File: config.mk
export PLATFORM = sky130hd
export DESIGN_NAME = data_memory_flat
export DESIGN_NICKNAME = d
export VERILOG_FILES = /design/src/rtl/mem_pkg.sv /design/src/rtl/mem_bus_if.sv /design/src/rtl/data_memory.sv /design/src/flat_wrapper.sv
export SDC_FILE = /design/constraint.sdc
export NUM_CORES = 1
export LEC_CHECK = 0
export BUFFER_PORTS_ARGS = -buffer_cell sky130_fd_sc_hd__buf_2
export CORE_UTILIZATION = 43
export DETAILED_ROUTE_END_ITERATION = 12
export PLACE_DENSITY = 0.61
export REMOVE_ABC_BUFFERS = 1
export SLEW_MARGIN = 5
export SYNTH_ARGS = -nofsm -noshare
export SYNTH_HDL_FRONTEND = slang
export SYNTH_SLANG_ARGS = --single-unit
File: constraint.sdc
create_clock -name clk -period 5.3 [get_ports clk]
set_input_delay 0.265 -clock clk [delete_from_list [all_inputs] [get_ports clk]]
set_output_delay 0.265 -clock clk [all_outputs]
set_load 0.1 [all_outputs]
File: src/rtl/mem_pkg.sv
// Shared memory package with widths, depths, opcodes, arbiter states and the request word.
`default_nettype none

package mem_pkg;

    // Word address width, 16 words.
    localparam int ADDR_WIDTH = 4;
    // Data word width.
    localparam int DATA_WIDTH = 32;
    // Number of words in the data memory.
    localparam int MEM_WORDS = 1 << ADDR_WIDTH;

    // Requesting clients and the width of a client index.
    localparam int NUM_CLIENTS = 2;
    localparam int CLIENT_WIDTH = $clog2(NUM_CLIENTS);

    // Default request queue depth.
    localparam int FIFO_DEPTH = 4;

    // Memory operation.
    typedef enum logic {
        op_read  = 1'b0,
        op_write = 1'b1
    } mem_op_e;

    // One queued request, 37 bits.
    typedef struct packed {
        mem_op_e                 op;
        logic [ADDR_WIDTH-1:0]   addr;
        logic [DATA_WIDTH-1:0]   wdata;
    } mem_req_t;

    // Arbiter bus master states.
    typedef enum logic [1:0] {
        arb_idle    = 2'd0,
        arb_req     = 2'd1,
        arb_release = 2'd2
    } arb_state_e;

endpackage

`default_nettype wire

File: src/rtl/mem_bus_if.sv
// Four-phase req/ack bus from the arbiter to the data memory.
`timescale 1ns/100ps
`default_nettype none

interface mem_bus_if;

    // Master to slave, held stable while req is high.
    logic                            req;
    mem_pkg::mem_op_e                op;
    logic [mem_pkg::ADDR_WIDTH-1:0]  addr;
    logic [mem_pkg::DATA_WIDTH-1:0]  wdata;

    // Slave to master, rdata valid with ack on reads.
    logic                            ack;
    logic [mem_pkg::DATA_WIDTH-1:0]  rdata;

    // Arbiter side.
    modport master (
        output req,
        output op,
        output addr,
        output wdata,
        input  ack,
        input  rdata
    );

    // Memory side.
    modport slave (
        input  req,
        input  op,
        input  addr,
        input  wdata,
        output ack,
        output rdata
    );

endinterface

`default_nettype wire

File: src/rtl/data_memory.sv
// 16-word single-port data memory acting as the four-phase bus slave.
`timescale 1ns/100ps
`default_nettype none

module data_memory (
    input logic       clk,
    input logic       rst,
    mem_bus_if.slave  bus
);

    logic [mem_pkg::DATA_WIDTH-1:0]  mem [mem_pkg::MEM_WORDS];
    logic                            clearing;
    logic [mem_pkg::ADDR_WIDTH-1:0]  clear_addr;
    logic                            start;

    // New request seen, operation happens this cycle.
    assign start = bus.req && !bus.ack && !clearing;

    // Clear sweep and handshake control.
    // Requests wait until every word has been zeroed.
    always_ff @(posedge clk) begin
        if (rst) begin
            clearing   <= 1'b1;
            clear_addr <= '0;
            bus.ack    <= 1'b0;
        end else if (clearing) begin
            clear_addr <= clear_addr + 1'b1;
            if (clear_addr == '1) begin
                clearing <= 1'b0;
            end
        end else begin
            // Ack follows req one cycle late, both edges.
            bus.ack <= bus.req;
        end
    end

    // Single write port shared by the sweep and the bus.
    always_ff @(posedge clk) begin
        if (clearing) begin
            mem[clear_addr] <= '0;
        end else if (start && bus.op == mem_pkg::op_write) begin
            mem[bus.addr] <= bus.wdata;
        end
    end

    // Read data lands together with ack.
    always_ff @(posedge clk) begin
        if (start && bus.op == mem_pkg::op_read) begin
            bus.rdata <= mem[bus.addr];
        end
    end

    // Master waits for ack low before a new request.
    a_req_after_ack: assert property (@(posedge clk) disable iff (rst)
        $rose(bus.req) |-> !bus.ack)
        else $error("data_memory saw req rise while ack was high");

endmodule

`default_nettype wire

File: src/flat_wrapper.sv
// flat-port wrapper written by rule: the top's interface ports become plain ports
module data_memory_flat 
  (clk, rst, bus_req, bus_op, bus_addr, bus_wdata, bus_ack, bus_rdata);
  mem_bus_if bus_i ();
  input logic clk;
  input logic rst;
  input wire logic [$bits(bus_i.req)-1:0] bus_req;
  input wire logic [$bits(bus_i.op)-1:0] bus_op;
  input wire logic [$bits(bus_i.addr)-1:0] bus_addr;
  input wire logic [$bits(bus_i.wdata)-1:0] bus_wdata;
  output wire logic [$bits(bus_i.ack)-1:0] bus_ack;
  output wire logic [$bits(bus_i.rdata)-1:0] bus_rdata;
  assign bus_i.req = bus_req;
  assign bus_i.op = bus_op;
  assign bus_i.addr = bus_addr;
  assign bus_i.wdata = bus_wdata;
  assign bus_ack = bus_i.ack;
  assign bus_rdata = bus_i.rdata;
  data_memory u_core (.clk(clk), .rst(rst), .bus(bus_i));
endmodule
## After elaboration in Yosys (flattened, before gate mapping)

Memories as Yosys holds them, arrays and structs flattened. A register that Yosys moved wholly into a read port is not among the register bits.
Cells that the tools add are included.
Widths: inputs -> output; s select.

| word-level totals | value |
|---|---|
| flip-flop bits (word level) | 6 |
| memory bits (writable) | 512 |
| input bits | 40 |
| output and inout bits | 33 |
| logic and storage cells | 24 |
| memories | 1 |

Memory list:

| memory | words | bits a word | read ports | clocked after Yosys merged registers in | wr ports | RTL line | text |
|---|---|---|---|---|---|---|---|
| u_core.mem | 16 | 32 | 1 | 1 | 1 | data_memory.sv:11 | `logic [mem_pkg::DATA_WIDTH-1:0] mem [mem_pkg::MEM_WORDS];` |

| operators by class | value |
|---|---|
| add/subtract/negate cells | 1 |
| equality and inequality tests | 1 |
| mux-type cells | 10 |
| bitwise gates (word level) | 1 |
| reduce and logical (&&, ||, !) cells | 7 |

Operator list:

| operator | count |
|---|---|
| $mux 32 | 1 |
| $reduce_or 32->1 | 1 |
| $mux 1 | 8 |
| $add 4x1->4 const B | 1 |
| $eq 4x4->1 const B | 1 |
| $logic_and 1x1->1 | 4 |
| $mux 4 | 1 |
| $logic_not 1->1 | 2 |
| $not 1->1 | 1 |

## Longest topological paths before layout

| logic depth | value |
|---|---|
| depth in word-level cells | 9 |
| mapped depth | 6 |
| gate-level depth less buffers | 4 |

## Least setup slack after synthesis

No wires, ideal clock.

| path | value |
|---|---|
| path kind | reg2reg |
| start point | register u_core.bus.ack |
| end point | register u_core.bus.rdata[0], read port of u_core.mem (enable) |
| setup time | 0.514 ns |
| data arrival time | 4.198 ns |
| data required time | 4.786 ns |
| setup slack | 0.588 ns |
| stages on the path, launching flop included | 2 |
| path buffers | 0 |
| clock period less this slack | 4.712 ns |
| cell sequence | dfxtp_1 -> nor4b_1 |

| between the ends | value |
|---|---|
| cells in the longest elaborated chain, start to end | 4 |

RTL lines:

| element | RTL line | text |
|---|---|---|
| start, declared | mem_bus_if.sv:33 | `output ack,` |
| start signal, assigned | data_memory.sv:33 | `bus.ack <= bus.req;` |
| $logic_not 1->1 | data_memory.sv:17 | `assign start = bus.req && !bus.ack && !clearing;` |
| $logic_and 1x1->1 (2 in a row) | data_memory.sv:17 |  |
| $logic_and 1x1->1 | data_memory.sv:48 | `if (start && bus.op == mem_pkg::op_read) begin` |
| end, declared | mem_bus_if.sv:34 | `output rdata` |

No other way between the ends.
A chain may end at the register's enable or synchronous reset.

## Worst setup path in the final report

| path | value |
|---|---|
| start point | register u_core.clearing |
| end point | memory u_core.mem[1][2] (netlist bit) (enable) |

| between the ends | value |
|---|---|
| cells in the longest elaborated chain, start to end | 8 |
| elaborated cells on any way between the ends | 11 |
| those cells by class | 7 x mux; 4 x reduce/logical |

RTL lines:

| element | RTL line | text |
|---|---|---|
| start, declared | data_memory.sv:12 | `logic clearing;` |
| start signal, assigned | data_memory.sv:23 | `clearing <= 1'b1;` |
| start signal, assigned | data_memory.sv:29 | `clearing <= 1'b0;` |
| $logic_not 1->1 | data_memory.sv:17 |  |
| $logic_and 1x1->1 | data_memory.sv:17 |  |
| $logic_and 1x1->1 | data_memory.sv:41 | `end else if (start && bus.op == mem_pkg::op_write) begin` |
| $mux 1 | data_memory.sv:41 |  |
| $mux 1 | data_memory.sv:39 | `if (clearing) begin` |
| $mux 1 (implied by the code) | data_memory.sv:42 | `mem[bus.addr] <= bus.wdata;` |
| $reduce_or 32->1 (no source line) | n/a |  |
| $mux 4 (no source line) / $mux 1 (equally long branches) | n/a |  |
| end, declared | data_memory.sv:11 |  |

Parallel ways exist; a longest one is shown, timed or not.

==> qor.log <==
INFO  grt            grt.total_usage=18.0%
INFO  clock_network  cts_tree=built
INFO  place          detailedPlacementHpwl=23800um
INFO  drt            drt_iter0_drc=836
INFO  worst_setup_path cpPeakStageDelay=1.00ns
INFO  worst_setup_path worst_ep_arrival_time=3.89ns
INFO  worst_setup_path worst_setup_path_type=reg -> reg
INFO  status         result_of_the_run=completed
INFO  sta            worst_slew_margin_rel=20.9%
INFO  worst_setup_path worstPathBufferInverterCount=1
INFO  drt            viasPerCell=5.67
INFO  synth          post-synth-top-count-cell=sky130_fd_sc_hd__edfxtp_1
INFO  floorplanning  die-area=0.0492sqmm
INFO  sta            tightestPinTransition=1.18ns
INFO  synth          postSynth.asyncResetShare=0%
INFO  clock_network  cts_num_sinks=550
INFO  power_and_ir_drop power.leakage=7.37nW
INFO  power_and_ir_drop power-per-cell-area=381mW/mm^2
INFO  synth          synth_area=0.0208sqmm
INFO  clock_network  cts_root_buffer=sky130_fd_sc_hd__clkbuf_16
INFO  clock_network  worst_skew_pair.late_latency=0.59ns
INFO  worst_setup_path r2r_setup_slk=1.70ns
INFO  synth          synth_top_flop_cell=sky130_fd_sc_hd__edfxtp_1
INFO  synth          synthTopCellsByCount=sky130_fd_sc_hd__edfxtp_1, sky130_fd_sc_hd__mux4_2, sky130_fd_sc_hd__a22oi_1
INFO  clock_network  ctsLongestPathBuffers=3
INFO  clock_network  htreeDepth=2
INFO  drt            detail_route.wirelength.met1=19500um
INFO  sta            setup_viol=0
INFO  finish         finalNetCount=1061
INFO  clock_network  cts_inserted_buffers=55
INFO  sta            fmaxAchievable=278MHz
INFO  place          post_dp_cell_area=0.0221sqmm
INFO  drt            met3_wirelength=2450um
INFO  finish         layout.cell_area.non_filler=0.0239sqmm
INFO  synth          synth_top_area_share=78.6%
INFO  drt            routed-via-count=9504
INFO  finish         area_growth_syn_to_layout=15.2%
INFO  synth          syn-instance-count=915
INFO  sta            period_share=67.9%
INFO  worst_setup_path startpoint_type=register
INFO  sta            count_of_final_hold_check_violations=0
INFO  drt            route.met2.wl=20400um
INFO  floorplanning  io-pin-count=73
INFO  worst_setup_path crit_path_max_fanout=22
INFO  worst_setup_path worst_setup_path_end_kind=register
INFO  drt            highest_routed_layer=met4
INFO  worst_setup_path worst_path_dominant_cell_family=simple AND/OR/NAND/NOR gates
INFO  clock_network  post_cts.repair.setup_buffers=0
INFO  synth          synth_cell_type_count=28
INFO  finish         finalCoreUtilization=50.2%
INFO  synth          synth_sequential_area_ratio=79.1%
INFO  worst_setup_path critPathSlowestCell=sky130_fd_sc_hd__o22ai_4
INFO  place          gpl.final_weighted_congestion=0.752
INFO  floorplanning  fp.dieH=222um
INFO  power_and_ir_drop vdd_drop_max=0.257mV
INFO  grt            antenna_found_initial=0
INFO  worst_setup_path worst_ep_required_time=5.59ns
INFO  worst_setup_path path_cells=nor4bb_4 -> nand3b_1 -> o22ai_4 -> buf_4
INFO  grt            grt_pass1_vias=9938
INFO  synth          ys_ff_latch=550
INFO  sta            final-max-slew-violation-count=0
INFO  drt            drt.antenna.violating_nets=0
INFO  grt            grt_start_max_net_pins=64
INFO  grt            grt_pass1_wl=64800um
INFO  finish         fillers=3736
INFO  drt            totalWireLength=43200um
INFO  grt            gr-total-overflow=0
INFO  sta            final.setup_skew=0.0159ns
INFO  floorplanning  placement_rows=80
INFO  synth          avgSynthCellArea=22.7squm
INFO  finish         num_antenna_cells=0
INFO  clock_network  clock_pin_slew_worst_setup_and_hold_paths=0.06ns
INFO  synth          synth_largest_area_cell=sky130_fd_sc_hd__edfxtp_1
INFO  floorplanning  placeableCoreArea=0.0477sqmm
INFO  drt            drc=0
INFO  run            max_cap_viol_count=0
INFO  hold_path      hold_path_class=in -> reg
INFO  sta            rsz0062_at_grt=no
INFO  finish         post_route_cells_drive_above_1_share=30.3%
INFO  hold_path      whs_path_depth=3
INFO  sta            finalWorstPathRequiredPeriod=3.60ns
INFO  floorplanning  chipWidth=222um
INFO  place          io_buffers=72
INFO  synth          yosysWarningCount=0
INFO  drt            drt_pre_antenna_iters=5
INFO  sta            timing.setup.tns=0ns
INFO  worst_setup_path worst-r2r-cell-count=4
INFO  drt            avgRoutedWirePerCell=25.8um
INFO  synth          synth_edf_count=544
INFO  synth          leading_post_synthesis_cells_by_cell_area=sky130_fd_sc_hd__edfxtp_1, sky130_fd_sc_hd__mux4_2, sky130_fd_sc_hd__a22oi_1
INFO  worst_setup_path cp.depth=4
INFO  floorplanning  initial_utilization=43.6%
-- through the flow --
step                      setup WS (ns)  power [W]  hold WS [ns]  instances
after floorplan                  0.0410    0.00515         0.337        863
after global placement             1.91    0.00535         0.521       1576
after detailed placement           1.74    0.00535         0.520       1576
after CTS                          1.72    0.00919         0.203       1677
after global routing               1.49    0.00937         0.227       1677
final                              1.70    0.00911         0.218       1677
-- worst min-delay path, delay by kind of cell --
family                 cells  cell delay [ns]
buffers and inverters      2             0.30
AND/OR/NAND/NOR            1             0.05
-- flip-flops by register name (all words and copies together) (netlist names) --
signal,count
u_core.clear_addr,4
u_core.bus.ack,1
u_core.mem,512
u_core.clearing,1
u_core.bus.rdata,32
-- power by group --
part           internal (W)  switching, W
Clock               0.00229       0.00158
Sequential          0.00483     0.0000279
Combinational      0.000168      0.000227
Total               0.00728       0.00183
-- kinds of logic after synthesis --
| logic type | count (synthesis) | synth area share (%) |
|---|---|---|
| flops | 550 | 79.1 |
| mux | 130 | 14.0 |
| simple gates | 97 | 2.46 |
| compound gates | 81 | 2.91 |
| buf+inv | 53 | 1.35 |
| xor+xnor | 3 | 0.126 |
| fa+ha+maj | 1 | 0.0602 |
-- path summary, 6_finish.rpt --
kind / endpoint / start
hold reg to reg: u_core.clearing / u_core.clear_addr[3]
hold / removal: u_core.bus.rdata[2] / bus_op
setup / recovery: u_core.mem[1][2] / u_core.clearing
setup reg to reg: u_core.mem[1][2] / u_core.clearing
-- final cells by class --
cell class              instances  area [sq um]  area share (%)
inverters                       1          3.75          0.0157
flip-flops and latches        550         16500            68.7
clock buffers                  67          1460            6.11
repair buffers                100           599            2.50
clock inverters                32           318            1.33
well taps                     615           769            3.21
multi-input cells             312          4340            18.1
-- layout by cell type, fill, tap and decap left out --
cell	n
sky130_fd_sc_hd__nor4bb_4	1
sky130_fd_sc_hd__xor2_1	2
sky130_fd_sc_hd__dlygate4sd3_1	2
sky130_fd_sc_hd__nand4_1	1
sky130_fd_sc_hd__mux4_2	128
sky130_fd_sc_hd__nor2_4	1
sky130_fd_sc_hd__and2_2	1
sky130_fd_sc_hd__clkbuf_1	10
sky130_fd_sc_hd__xnor2_1	1
sky130_fd_sc_hd__nor2b_1	2
sky130_fd_sc_hd__or3b_2	1
sky130_fd_sc_hd__nand2b_1	3
sky130_fd_sc_hd__clkbuf_16	57
sky130_fd_sc_hd__edfxtp_1	544
sky130_fd_sc_hd__nor2b_4	2
sky130_fd_sc_hd__clkinv_1	16
sky130_fd_sc_hd__nor4b_2	1
sky130_fd_sc_hd__mux2i_1	2
sky130_fd_sc_hd__inv_1	1
sky130_fd_sc_hd__clkbuf_8	1
sky130_fd_sc_hd__nand2_1	36
sky130_fd_sc_hd__dfxtp_1	6
sky130_fd_sc_hd__buf_12	1
sky130_fd_sc_hd__bufinv_16	7
sky130_fd_sc_hd__ha_1	1
sky130_fd_sc_hd__clkinv_2	8
sky130_fd_sc_hd__nand3b_1	4
sky130_fd_sc_hd__clkinvlp_4	1
sky130_fd_sc_hd__a21o_1	1
sky130_fd_sc_hd__nand3_1	3
sky130_fd_sc_hd__and2_1	34
sky130_fd_sc_hd__buf_2	70
sky130_fd_sc_hd__o32ai_4	5
sky130_fd_sc_hd__a41o_2	1
sky130_fd_sc_hd__a22oi_1	64
sky130_fd_sc_hd__nor2_1	6
sky130_fd_sc_hd__buf_4	26
sky130_fd_sc_hd__o22ai_4	10
sky130_fd_sc_hd__or3b_1	1
-- timing repair --
item | CTS | global route
hold buffers | 2 | 0
resized for setup | 0 | 0
hold endpoints to repair | 6 | 0
-- metal layers --
metal	up-vias	global-route usage, %
li1	4087	-
met1	5097	26.6
met2	265	27.7
met3	55	3.18
met4	0	5.40
met5	-	0
Power figures use the tool's default switching activity.
