===== config.mk =====
export PLATFORM = sky130hd
export DESIGN_NAME = req_fifo_flat
export DESIGN_NICKNAME = d
export VERILOG_FILES = /design/src/rtl/mem_pkg.sv /design/src/rtl/fifo_if.sv /design/src/rtl/req_fifo.sv /design/src/flat_wrapper.sv
export SDC_FILE = /design/constraint.sdc
export NUM_CORES = 1
export LEC_CHECK = 0
export ABC_CLOCK_PERIOD_IN_PS = 5500
export BUFFER_PORTS_ARGS = -buffer_cell sky130_fd_sc_hd__buf_2
export CAP_MARGIN = 20
export CORE_MARGIN = 2
export CORE_UTILIZATION = 40
export DETAILED_ROUTE_END_ITERATION = 7
export PLACE_DENSITY_LB_ADDON = 0.2
export SYNTH_ARGS = -nofsm -noshare
export SYNTH_HDL_FRONTEND = slang
export SYNTH_SLANG_ARGS = --single-unit

===== constraint.sdc =====
create_clock -name clk -period 5.5 [get_ports clk]
set_input_delay 0.55 -clock clk [delete_from_list [all_inputs] [get_ports clk]]
set_output_delay 0.55 -clock clk [all_outputs]
set_load 0.01 [all_outputs]

===== src/rtl/mem_pkg.sv =====
// Shared memory package with widths, depths, opcodes, arbiter states and the request word.
`default_nettype none

package mem_pkg;

    // Word address width, 16 words.
    localparam int ADDR_WIDTH = 4;
    // Data word width.
    localparam int DATA_WIDTH = 32;
    // Number of words in the data memory.
    localparam int MEM_WORDS = 1 << ADDR_WIDTH;

    // Requesting clients and the width of a client index.
    localparam int NUM_CLIENTS = 2;
    localparam int CLIENT_WIDTH = $clog2(NUM_CLIENTS);

    // Default request queue depth.
    localparam int FIFO_DEPTH = 4;

    // Memory operation.
    typedef enum logic {
        op_read  = 1'b0,
        op_write = 1'b1
    } mem_op_e;

    // One queued request, 37 bits.
    typedef struct packed {
        mem_op_e                 op;
        logic [ADDR_WIDTH-1:0]   addr;
        logic [DATA_WIDTH-1:0]   wdata;
    } mem_req_t;

    // Arbiter bus master states.
    typedef enum logic [1:0] {
        arb_idle    = 2'd0,
        arb_req     = 2'd1,
        arb_release = 2'd2
    } arb_state_e;

endpackage

`default_nettype wire


===== src/rtl/fifo_if.sv =====
// Request FIFO interface between a client, its queue and the arbiter.
`timescale 1ns/100ps
`default_nettype none

interface fifo_if;

    // Producer side.
    logic              push;
    mem_pkg::mem_req_t data_in;
    logic              full;

    // Consumer side.
    logic              pop;
    mem_pkg::mem_req_t data_out;
    logic              valid;

    // Client that fills the queue.
    modport producer (output push, output data_in, input full);

    // Arbiter that drains the queue.
    modport consumer (output pop, input valid, input data_out);

    // The queue itself.
    modport structure (
        input  push,
        input  data_in,
        input  pop,
        output full,
        output valid,
        output data_out
    );

endinterface

`default_nettype wire


===== src/rtl/req_fifo.sv =====
// Small request queue in LUT RAM, occupancy tracked by a signed in-flight counter.
`timescale 1ns/100ps
`default_nettype none

module req_fifo #(
    parameter int DEPTH = mem_pkg::FIFO_DEPTH
) (
    input logic       clk,
    input logic       rst,
    fifo_if.structure fifo
);

    generate
        if (DEPTH == 1) begin : g_single
            // One entry, the register is the whole queue.
            always_ff @(posedge clk) begin
                if (rst) begin
                    fifo.valid <= 1'b0;
                end else if (fifo.push) begin
                    fifo.valid <= 1'b1;
                end else if (fifo.pop) begin
                    fifo.valid <= 1'b0;
                end
            end

            assign fifo.full = fifo.valid;

            // Payload only, no reset.
            always_ff @(posedge clk) begin
                if (fifo.push) begin
                    fifo.data_out <= fifo.data_in;
                end
            end
        end else begin : g_ram
            mem_pkg::mem_req_t           ram [DEPTH];
            logic [$clog2(DEPTH)-1:0]    wr_idx;
            logic [$clog2(DEPTH)-1:0]    rd_idx;
            logic [$clog2(DEPTH):0]      inflight;

            // Counts down on push and up on pop.
            // Negative means entries are held; -DEPTH means full.
            always_ff @(posedge clk) begin
                if (rst) begin
                    inflight <= '0;
                end else begin
                    inflight <= inflight + ($clog2(DEPTH)+1)'(fifo.pop)
                                         - ($clog2(DEPTH)+1)'(fifo.push);
                end
            end

            // Sign bit says at least one entry.
            assign fifo.valid = inflight[$clog2(DEPTH)];
            assign fifo.full  = fifo.valid & ~|inflight[$clog2(DEPTH)-1:0];

            // Indices wrap naturally at a power-of-two depth.
            always_ff @(posedge clk) begin
                if (rst) begin
                    wr_idx <= '0;
                    rd_idx <= '0;
                end else begin
                    wr_idx <= wr_idx + $clog2(DEPTH)'(fifo.push);
                    rd_idx <= rd_idx + $clog2(DEPTH)'(fifo.pop);
                end
            end

            always_ff @(posedge clk) begin
                if (fifo.push) begin
                    ram[wr_idx] <= fifo.data_in;
                end
            end

            // Head is read straight out of the RAM.
            assign fifo.data_out = ram[rd_idx];
        end
    endgenerate

    // The producer must watch full, unless a pop frees the slot in the same cycle.
    a_no_overflow: assert property (@(posedge clk) disable iff (rst)
        !(fifo.full && fifo.push && !fifo.pop))
        else $error("req_fifo overflow");

    // The consumer must only pop a valid head.
    a_no_underflow: assert property (@(posedge clk) disable iff (rst)
        !(fifo.pop && !fifo.valid))
        else $error("req_fifo underflow");

endmodule

`default_nettype wire


===== src/flat_wrapper.sv =====
// flat-port wrapper written by rule: the top's interface ports become plain ports
module req_fifo_flat 
#(
    parameter int DEPTH = mem_pkg::FIFO_DEPTH
)
  (clk, rst, fifo_push, fifo_data_in, fifo_pop, fifo_full, fifo_valid, fifo_data_out);
  fifo_if fifo_i ();
  input logic clk;
  input logic rst;
  input wire logic [$bits(fifo_i.push)-1:0] fifo_push;
  input wire logic [$bits(fifo_i.data_in)-1:0] fifo_data_in;
  input wire logic [$bits(fifo_i.pop)-1:0] fifo_pop;
  output wire logic [$bits(fifo_i.full)-1:0] fifo_full;
  output wire logic [$bits(fifo_i.valid)-1:0] fifo_valid;
  output wire logic [$bits(fifo_i.data_out)-1:0] fifo_data_out;
  assign fifo_i.push = fifo_push;
  assign fifo_i.data_in = fifo_data_in;
  assign fifo_i.pop = fifo_pop;
  assign fifo_full = fifo_i.full;
  assign fifo_valid = fifo_i.valid;
  assign fifo_data_out = fifo_i.data_out;
  req_fifo #(.DEPTH(DEPTH)) u_core (.clk(clk), .rst(rst), .fifo(fifo_i));
endmodule

* Word level (Yosys, flattened, before mapping)
Memory sizes are Yosys's and may differ from the RTL's. A register that Yosys moved wholly into a read port is not among the register bits. Index checks and enable logic that the tools add are counted.
Word-level totals: word-level logic and storage cells 14, memories 1, bits of input ports 41, bits in writable memories 148, output and inout port bits 39, register bits 7
Memory list:
- u_core.g_ram.ram | words 4, bits a word 37, read ports 1, clocked after Yosys merged registers in 1, wr ports 1, RTL line req_fifo.sv:35 | mem_pkg::mem_req_t ram [DEPTH];
Operators by class: bitwise logic cells 1, mux-type cells 3, add/subtract/negate cells 4, reduce and logical (&&, ||, !) cells 2
Operators with widths (count):
- 2-bit by 1-bit adder with 2-bit output | 2
- 3-bit by 1-bit adder with 3-bit output | 1
- 3-bit by 1-bit subtractor with 3-bit output | 1
- 1-bit two-way mux | 2
- 2-bit two-way mux | 1
- 2-bit OR reduction | 1
- 1-bit AND | 1
- 1-bit logical NOT | 1

* Logic depth before layout (Yosys ltp)
Gate-level depths: netlist (run 1).
depth in word-level cells 3, mapped depth 8, gate-level depth less buffers 8

* Worst setup path before layout (run 1)
OpenSTA, ideal clock, no wires.
path kind input to register, start in fifo_push, end mem u_core.g_ram.ram[0][0] in the netlist's numbering, enable pin, stages 1, path buffers 0, slack 1.742 ns, data required time 5.015 ns, arrival time 3.273 ns, library setup time 0.485 ns, path through nor3b_1
Between the ends: cells in the longest elaborated chain, start to end 2
RTL lines:
- start, declared | RTL line flat_wrapper.sv:10 | input wire logic [$bits(fifo_i.push)-1:0] fifo_push;
- 1-bit two-way mux | RTL line req_fifo.sv:67 | if (fifo.push) begin
- 1-bit two-way mux (not written as such) | RTL line req_fifo.sv:68 | ram[wr_idx] <= fifo.data_in;
- end, declared | RTL line req_fifo.sv:35
No other way between the ends.

==> results of run 1 <==
==> routing by layer <==
metal | routed length, um | vias to the layer above | track usage
met2 | 4760 | 65 | 0.215
met1 | 4300 | 1334 | 0.173
li1 | - | 1149 | -
met5 | 0 | - | 0
met3 | 714 | 12 | 0.0655
met4 | 123 | 0 | 0.0554
==> cells in the final DEF (no fill, tap or decap), types with 2 or more instances in the layout <==
master / instances
buf_4: 4
mux4_2: 30
dfxtp_2: 2
bufinv_16: 3
nor2b_1: 3
buf_2: 79
clkbuf_16: 17
clkinvlp_4: 5
dfxtp_1: 5
nor2_1: 4
xnor2_1: 2
clkinv_2: 4
mux4_1: 7
inv_1: 3
clkbuf_1: 2
edfxtp_1: 148
ha_1: 4
==> power by group through the flow <==
| stage | clock network (W) | registers, W | logic, W |
|---|---|---|---|
| 2_1_floorplan | 0 | 0.00140 | 0.000173 |
| 3_3_place_gp | 0 | 0.00142 | 0.000251 |
| 3_5_place_dp | 0 | 0.00142 | 0.000256 |
| 4_1_cts | 0.00117 | 0.00139 | 0.000256 |
| 5_1_grt | 0.00122 | 0.00140 | 0.000279 |
| 6_report | 0.00115 | 0.00139 | 0.000252 |
==> cell families (layout without fill, tap and decap cells) <==
family	after synthesis	after routing
buf+inv	11	119
simple gates	13	13
flops	155	155
mux	37	37
xor+xnor	3	3
fa+ha+maj	5	5
other cells	0	1
==> path summary, 6_finish.rpt <==
check                                                  startpoint  cells past startpoint  slack, ns                           endpoint
worst min-delay path                             fifo_data_in[25]                      1       0.35  u_core.g_ram.ram[1][25]$_DFFE_PP_
worst max register to register  u_core.g_ram.wr_idx[0]$_SDFF_PP0_                      1       3.76   u_core.g_ram.ram[3][8]$_DFFE_PP_
worst max-delay path            u_core.g_ram.rd_idx[0]$_SDFF_PP0_                      3       2.50                  fifo_data_out[36]
worst min register to register  u_core.g_ram.wr_idx[1]$_SDFF_PP0_                      2       0.57  u_core.g_ram.wr_idx[1]$_SDFF_PP0_
==> flip-flops by register name, indices dropped and copies added, names as in the netlist <==
| register | flops |
|---|---|
| u_core.g_ram.inflight | 3 |
| u_core.g_ram.ram | 148 |
| u_core.g_ram.rd_idx | 2 |
| u_core.g_ram.wr_idx | 2 |
==> layout make-up <==
type                       count  share of cell area
antenna                        1            0.000362
multi-input combinational     58               0.153
inverter                       3             0.00163
clock buffer                  19              0.0626
clock inverter                13              0.0219
tap                          180              0.0325
timing repair buffer          84              0.0655
sequential                   155               0.663
==> per-stage QoR <==
stage | power, W | util | cell area, um^2
after floorplan | 0.00157 | - | 5730
after global routing | 0.00290 | 0.496 | 6920
after detailed placement | 0.00167 | 0.452 | 6300
after global placement | 0.00167 | 0.452 | 6300
final | 0.00279 | 0.497 | 6920
after CTS | 0.00282 | 0.494 | 6890
==> flow_metrics.env, run 1 <==
export IMPL_outcome="finished, final reports clean"
export IMPL_setup_viol=0
export IMPL_skew_ns=0.00703
export IMPL_cts_buffers_inserted=17
export IMPL_ant_nets=0
export IMPL_synthArstFlopShare=0
export IMPL_synthCells=224
export IMPL_yosys_cell_types_count=18
export IMPL_dpl_worst_slack_ns=2.84
export IMPL_cp_required_ns=4.95
export IMPL_yosysSeqAreaShare=0.800
export IMPL_synth_top_family_by_area="multiplexers"
export IMPL_antenna_found_initial=1
export IMPL_ff_latch_area_um2=4590
export IMPL_cts_num_sinks=155
export IMPL_vias=2560
export IMPL_p_per_area_nw_per_um2=403
export IMPL_fp_coreArea_um2=13900
export IMPL_power_share_clock=0.411
export IMPL_cp_start_kind="flop"
export IMPL_fp_row_count=43
export IMPL_synth_area_leaders="edfxtp_1 (78%), mux4_2 (12%), mux4_1 (3.2%)"
export IMPL_grt_usage=0.140
export IMPL_synth_common_cells="edfxtp_1 (148), mux4_2 (30), dfxtp_1 (7), mux4_1 (7), nor2_1 (5)"
export IMPL_cp_slowest_cell="dfxtp_2"
export IMPL_multi_input_area_um2=1060
export IMPL_yosys_area_share_simple=0.0125
export IMPL_switchingPower_w=0.000594
export IMPL_p_leak_nw=2.36
export IMPL_finalNonFillerCells=513
export IMPL_routabilityCongestion=0.621
export IMPL_fin_tns_setup_ns=0
export IMPL_synthesis_area_um2=5730
export IMPL_period_needed_ns=3.00
export IMPL_fill_cells=1138
export IMPL_io_buffers=79
export IMPL_cp_top_family="flip-flops"
export IMPL_drc=0
export IMPL_period_share=0.545
export IMPL_power_frac_comb=0.090
export IMPL_slew_violations=0
export IMPL_grt_start_max_net_pins=39
export IMPL_grt_overflow=0
export IMPL_area_delta_synth_final_pct=20.8
export IMPL_grt_pass1_vias=2697
export IMPL_yosys_area_share_xor_xnor=0.00699
export IMPL_avgViaCountPerCell=4.99
export IMPL_synth_compound_area_frac=0
export IMPL_synth_edf_count=148
export IMPL_crit_fanout=22
export IMPL_cap_violations=0
export IMPL_synth_seq_cells=155
export IMPL_dp_cells=479
export IMPL_start_util=0.411
export IMPL_grt_pass1_wl_mm=14.8
export IMPL_die_h_um=124
export IMPL_clockBufferDepth=2
export IMPL_seqPwrFrac=0.499
export IMPL_ys_flop_type="edfxtp_1"
export IMPL_syn_mean_instance_area_um2=25.6
export IMPL_hold_viol_final=0
export IMPL_worst_slack_ns=2.50
export IMPL_post_cts_buffers=0
export IMPL_tightest_slew_ns=1.08
export IMPL_switching_share=0.213
export IMPL_yosysMostFrequentCell="edfxtp_1"
export IMPL_yosysWarnings=0
export IMPL_yosysTopAreaCellShare=0.776
export IMPL_path_class="reg -> out"
export IMPL_drt_iter0_markers=148
export IMPL_critPathCaptureType="primary output"
export IMPL_postCtsResizedCells=0
export IMPL_die_area_um2=15300
export IMPL_wire_per_inst_um=19.3
export IMPL_synthAdderAreaFrac=0.0122
export IMPL_synth_nets=270
export IMPL_die_w_um=124
export IMPL_p_int_w=0.00220
export IMPL_whs_ns=0.346
export IMPL_cts_max_level=4
export IMPL_drt_total_wl_mm=9.90
export IMPL_hp_class="in -> reg"
export IMPL_rsz0062_at_grt="no"
export IMPL_cts_tree="yes"
export IMPL_vdd_drop_max_mv=0.212
export IMPL_drt_pass1_iterations=4
export IMPL_root_buffer="clkbuf_16"
export IMPL_holdBufCountCts=0
export IMPL_crit_arrival_ns=2.45
export IMPL_worstPathCellList="buf_4 > mux4_1 > buf_2"
export IMPL_muxShareOfSynthArea=0.150
export IMPL_io_pins=80
export IMPL_slowest_delay_ns=0.72
export IMPL_drive_gt1_frac=0.449
export IMPL_fmax_mhz=334
export IMPL_worst_path_buf_inv=2
export IMPL_relSlewSlack=0.277
export IMPL_dp_hpwl_mm=5.59
export IMPL_synth_area_leader_cell="edfxtp_1"
export IMPL_nets=365
export IMPL_clk_pin_slew_worst_paths_ns=0.06
export IMPL_clk_latency_ns=0.42
Power figures use the tool's default switching activity.
==> run 2, diff against run 1 <==
ABC_CLOCK_PERIOD_IN_PS = 2700   (was 5500)
clock period = 2.7 ns   (was 5.5 ns; I/O delays follow)
==> run 2 against run 1 <==
Net effect:
- global-route usage increased by 0.30 points
- non-clock buffer count increased by 6
- clock power increased by 100%
- via count increased by 0.74%
- core utilization increased by 0.38 points
- worst hold slack got worse by 0.29 ns
- flip-flop and latch count unchanged
- largest cell class unchanged
==> flow_metrics.env, run 2 (synthesis results as in run 1) <==
export IMPL_regMostFlops="u_core.g_ram.ram"
export IMPL_tightest_slew_ns=0.527
export IMPL_fp_coreArea_um2=13900
export IMPL_r2r_slack_ns=1.02
export IMPL_ant_nets=0
export IMPL_die_w_um=124
export IMPL_cp_top_family="buffers and inverters"
export IMPL_ff_latch_area_um2=4590
export IMPL_grt_usage=0.143
export IMPL_drt_pass1_iterations=6
export IMPL_drc=0
export IMPL_vias=2579
export IMPL_clk_latency_ns=0.42
export IMPL_cts_max_level=4
export IMPL_worstReg2RegEnd="u_core.g_ram.ram[1][9]$_DFFE_PP_"
export IMPL_post_cts_buffers=0
export IMPL_relSlewSlack=0.648
export IMPL_crit_arrival_ns=1.86
export IMPL_p_leak_nw=2.39
export IMPL_min_path_cells=1
export IMPL_multi_input_area_um2=1060
export IMPL_finalNonFillerCells=519
export IMPL_final_common_cell="edfxtp_1"
export IMPL_worstPathCellList="buf_4 > mux4_2 > buf_2"
export IMPL_grt_start_max_net_pins=35
export IMPL_routabilityCongestion=0.639
export IMPL_io_buffers=79
export IMPL_fin_tns_setup_ns=0
export IMPL_avgViaCountPerCell=4.97
export IMPL_hold_start="fifo_data_in[34]"
export IMPL_hold_viol_final=0
export IMPL_grt_pass1_vias=2743
export IMPL_start_util=0.411
export IMPL_cts_tree="yes"
export IMPL_period_needed_ns=2.13
export IMPL_worst_path_buf_inv=2
export IMPL_cap_violations=0
export IMPL_cts_num_sinks=155
export IMPL_reg2reg_depth=2
export IMPL_slew_violations=0
export IMPL_cp_start_kind="flop"
export IMPL_crit_fanout=34
export IMPL_reg_largest_list="u_core.g_ram.ram x148, u_core.g_ram.inflight x3"
export IMPL_wire_per_inst_um=19.5
export IMPL_drive_gt1_frac=0.467
export IMPL_clockBufferDepth=2
export IMPL_cp_slowest_cell="buf_4"
export IMPL_path_depth=3
export IMPL_holdBufCountCts=0
export IMPL_hold_end="u_core.g_ram.ram[1][34]$_DFFE_PP_"
export IMPL_nets=371
export IMPL_rsz0062_at_grt="no"
export IMPL_area_delta_synth_final_pct=21.7
export IMPL_largest_reg_flops=148
export IMPL_io_pins=80
export IMPL_dp_cells=486
export IMPL_cp_required_ns=2.43
export IMPL_postCtsResizedCells=0
export IMPL_final_core_util=0.500
export IMPL_drt_iter0_markers=134
export IMPL_vdd_drop_max_mv=0.454
export IMPL_dp_hpwl_mm=6.22
export IMPL_p_per_area_nw_per_um2=816
export IMPL_final_cell_mix="edfxtp_1 (148), buf_2 (79), mux4_2 (30)"
export IMPL_cts_buffers_inserted=17
export IMPL_die_area_um2=15300
export IMPL_drt_total_wl_mm=10.1
export IMPL_fmax_mhz=470
export IMPL_fp_row_count=43
export IMPL_period_share=0.788
export IMPL_setup_viol=0
export IMPL_antenna_found_initial=1
export IMPL_slowest_delay_ns=0.48
export IMPL_grt_overflow=0
export IMPL_grt_pass1_wl_mm=15.2
export IMPL_total_power_w=0.00569
export IMPL_skew_ns=0.00795
export IMPL_hp_class="in -> reg"
export IMPL_outcome="finished, final reports clean"
export IMPL_whs_ns=0.0605
export IMPL_fill_cells=1141
export IMPL_die_h_um=124
export IMPL_r2r_start="u_core.g_ram.wr_idx[0]$_SDFF_PP0_"
export IMPL_clk_pin_slew_worst_paths_ns=0.07
export IMPL_critPathCaptureType="primary output"
export IMPL_path_class="reg -> out"
export IMPL_root_buffer="clkbuf_16"
run 2: routing by layer:
layer,wire (um),vias to the layer above,GRT usage
met5,0,-,0
met1,4520,1338,0.181
met4,181,0,0.0618
met2,4850,66,0.226
met3,550,14,0.0495
li1,-,1161,-
run 2: layout make-up:
| class | count | area share |
|---|---|---|
| well taps | 180 | 0.0323 |
| repair buffers | 90 | 0.0704 |
| flip-flops and latches | 155 | 0.658 |
| clock inverters | 15 | 0.0240 |
| clock buffers | 17 | 0.0610 |
| inverters | 3 | 0.00162 |
| diodes | 1 | 0.000359 |
| multi-input cells | 58 | 0.152 |
run 2: worst max path at each step:
stage                                        to  slack (ns)                         startpoint
2_1_floorplan  u_core.g_ram.ram[2][0]$_DFFE_PP_        0.26  u_core.g_ram.wr_idx[1]$_SDFF_PP0_
3_3_place_gp   u_core.g_ram.ram[3][6]$_DFFE_PP_        0.98  u_core.g_ram.wr_idx[0]$_SDFF_PP0_
3_5_place_dp                  fifo_data_out[15]        0.97  u_core.g_ram.rd_idx[1]$_SDFF_PP0_
4_1_cts                       fifo_data_out[15]        0.53  u_core.g_ram.rd_idx[1]$_SDFF_PP0_
5_1_grt                       fifo_data_out[15]        0.48  u_core.g_ram.rd_idx[1]$_SDFF_PP0_
6_report                      fifo_data_out[15]        0.57  u_core.g_ram.rd_idx[1]$_SDFF_PP0_
run 2: power by group:
part           internal [W]  switching (W)
clock               0.00137       0.000958
combinational      0.000273       0.000279
sequential          0.00276      0.0000402
run 2: worst reg2reg max path, cell delays in order, from the launching register on:
cell and delay [ns]:
dfxtp_1 0.47, and3b_2 0.58, buf_4 0.32
run 2: metrics by stage:
stage / instance area, um^2 / worst slack [ns]
floorplan: 5730 / 0.262
global placement: 6380 / 0.982
detailed placement: 6380 / 0.971
CTS: 6970 / 0.526
global route: 6970 / 0.476
finish: 6970 / 0.572
==> run 3, diff against run 2 <==
ABC_AREA = 1   (was not set)
ABC_CLOCK_PERIOD_IN_PS = 2050   (was 2700)
clock period = 2.05 ns   (was 2.7 ns; I/O delays follow)
==> run 3 against run 2 <==
Net effect:
- power grew 29%
- largest power group unchanged
- final area grew 8.8%
- flip-flop and latch count is the same
- count of clock-buffer cells in the layout grew 2
- first-iteration DRC count grew 60%
- largest cell class unchanged
- cell count grew 51%
- die area grew 6.6%
- critical endpoint is now fifo_data_out[28]
- core utilization grew 0.26 points
==> flow_metrics.env, run 3 <==
export IMPL_outcome="finished, final reports clean"
export IMPL_finalNonFillerCells=786
export IMPL_fmax_mhz=523
export IMPL_yosysTopAreaCellShare=0.726
export IMPL_root_buffer="clkbuf_16"
export IMPL_grt_usage=0.151
export IMPL_drt_pass1_iterations=6
export IMPL_synth_common_cells="edfxtp_1 (148), inv_1 (87), nand2_1 (77)"
export IMPL_avgViaCountPerCell=4.74
export IMPL_drc=0
export IMPL_fp_row_count=45
export IMPL_cts_max_level=4
export IMPL_ys_flop_type="edfxtp_1"
export IMPL_skew_ns=0.00784
export IMPL_die_h_um=128
export IMPL_path_class="reg -> out"
export IMPL_crit_fanout=69
export IMPL_clk_latency_ns=0.42
export IMPL_p_per_area_nw_per_um2=964
export IMPL_syn_mean_instance_area_um2=12.9
export IMPL_final_common_cell="edfxtp_1"
export IMPL_drt_iter0_markers=214
export IMPL_reg_largest_list="u_core.g_ram.ram x148, u_core.g_ram.inflight x3"
export IMPL_regMostFlops="u_core.g_ram.ram"
export IMPL_cp_start_kind="flop"
export IMPL_clk_pin_slew_worst_paths_ns=0.06
export IMPL_yosysSeqAreaShare=0.749
export IMPL_routabilityCongestion=0.710
export IMPL_hold_viol_final=0
export IMPL_io_pins=80
export IMPL_fp_coreArea_um2=15100
export IMPL_die_w_um=128
export IMPL_period_share=0.933
export IMPL_grt_overflow=0
export IMPL_synth_area_leader_cell="edfxtp_1"
export IMPL_cts_num_sinks=155
export IMPL_final_core_util=0.503
export IMPL_slew_violations=0
export IMPL_dp_hpwl_mm=6.96
export IMPL_largest_reg_flops=148
export IMPL_diodes=0
export IMPL_yosysMostFrequentCell="edfxtp_1"
export IMPL_area_delta_synth_final_pct=24.0
export IMPL_ant_nets=0
export IMPL_io_buffers=79
export IMPL_start_util=0.406
export IMPL_final_cell_mix="edfxtp_1 (148), inv_1 (87), buf_2 (79)"
export IMPL_yosys_cell_types_count=17
export IMPL_critPathCaptureType="primary output"
export IMPL_relSlewSlack=0.766
export IMPL_cp_required_ns=1.85
export IMPL_tightest_slew_ns=0.350
export IMPL_synth_area_leaders="edfxtp_1 (73%), inv_1 (5.3%), nand2_1 (4.7%)"
export IMPL_fill_cells=1295
export IMPL_grt_pass1_wl_mm=18.5
export IMPL_synth_seq_cells=155
export IMPL_die_area_um2=16300
export IMPL_synth_nets=521
export IMPL_p_leak_nw=2.98
export IMPL_hp_class="in -> reg"
export IMPL_synthArstFlopShare=0
export IMPL_grt_start_max_net_pins=70
export IMPL_rsz0062_at_grt="no"
export IMPL_period_needed_ns=1.91
export IMPL_setup_viol=0
export IMPL_dp_cells=730
export IMPL_cts_tree="yes"
export IMPL_vias=3725
export IMPL_cts_buffers_inserted=17
export IMPL_nets=634
export IMPL_yosysWarnings=0
export IMPL_synthCells=475
export IMPL_fin_tns_setup_ns=0
export IMPL_crit_arrival_ns=1.71
export IMPL_postCtsResizedCells=0
export IMPL_vdd_drop_max_mv=0.584
export IMPL_wire_per_inst_um=14.8
export IMPL_synthesis_area_um2=6120
export IMPL_antenna_found_initial=0
export IMPL_clockBufferDepth=2
export IMPL_drive_gt1_frac=0.206
export IMPL_cap_violations=0
export IMPL_grt_pass1_vias=3555
export IMPL_drt_total_wl_mm=11.6
export IMPL_synth_edf_count=148
[run 3: routing by layer]
| layer | wire, um | vias to the layer above | track usage |
|---|---|---|---|
| li1 | - | 1861 | - |
| met1 | 5210 | 1774 | 0.185 |
| met2 | 5800 | 75 | 0.251 |
| met3 | 446 | 15 | 0.0447 |
| met4 | 169 | 0 | 0.0621 |
| met5 | 0 | - | 0 |
[run 3: area by class of cell]
cell class,instances,area (um^2),area share
inverters,87,327,0.0430
flip-flops and latches,155,4590,0.605
clock buffers,19,433,0.0570
clock inverters,10,80.1,0.0106
multi-input cells,209,1130,0.149
repair buffers,118,795,0.105
well taps,188,235,0.0310
[run 3: worst max-delay path, stage by stage (launching register included)]
cell,delay (ns)
dfxtp_4,0.49
buf_12,0.27
nand2_1,0.10
o211ai_1,0.10
nand2_1,0.11
buf_2,0.15
[run 3: final timing paths]
| kind | start | cells past startpoint | endpoint | slack (ns) |
|---|---|---|---|---|
| max reg2reg | u_core.g_ram.inflight[0]$_SDFF_PP0_ | 10 | u_core.g_ram.inflight[2]$_SDFF_PP0_ | 0.46 |
| min | fifo_data_in[17] | 1 | u_core.g_ram.ram[2][17]$_DFFE_PP_ | 0.02 |
| max | u_core.g_ram.rd_idx[0]$_SDFF_PP0_ | 5 | fifo_data_out[28] | 0.14 |
| min reg2reg | u_core.g_ram.wr_idx[1]$_SDFF_PP0_ | 2 | u_core.g_ram.wr_idx[1]$_SDFF_PP0_ | 0.61 |
[run 3: report_power, final]
part	internal [W]	switching, W	total, W
Combinational	0.000335	0.000538	0.000873
Clock	0.00163	0.00112	0.00274
Sequential	0.00364	0.0000608	0.00370
Total	0.00560	0.00172	0.00732
[run 3: cell families after synthesis]
| kind of cell | synth area share |
|---|---|
| XOR/XNOR | 0.00286 |
| adder cells (fa/ha/maj) | 0.0114 |
| flip-flops | 0.749 |
| AND/OR/NAND/NOR | 0.0562 |
| AO/OA/AOI/OAI | 0.107 |
| buffers and inverters | 0.0738 |
[run 3: repair_timing]
| action | in CTS | in global routing |
|---|---|---|
| setup buffers | 0 | 1 |
| setup endpoints to repair | 0 | 17 |
| endpoints found under the hold margin | 92 | 7 |
| hold buffers | 24 | 2 |
[run 3: metrics by stage]
| step | setup slack [ns] | hold WS (ns) | cell area (um^2) | power [W] |
|---|---|---|---|---|
| 6_report | 0.138 | 0.0207 | 7590 | 0.00732 |
| 5_1_grt | 0.000376 | 0.00225 | 7590 | 0.00763 |
| 4_1_cts | 0.0480 | 0.000210 | 7560 | 0.00740 |
| 3_5_place_dp | 0.457 | 0.427 | 6800 | 0.00461 |
| 3_3_place_gp | 0.511 | 0.418 | 6800 | 0.00459 |
| 2_1_floorplan | -0.362 | 0.272 | 6140 | 0.00424 |
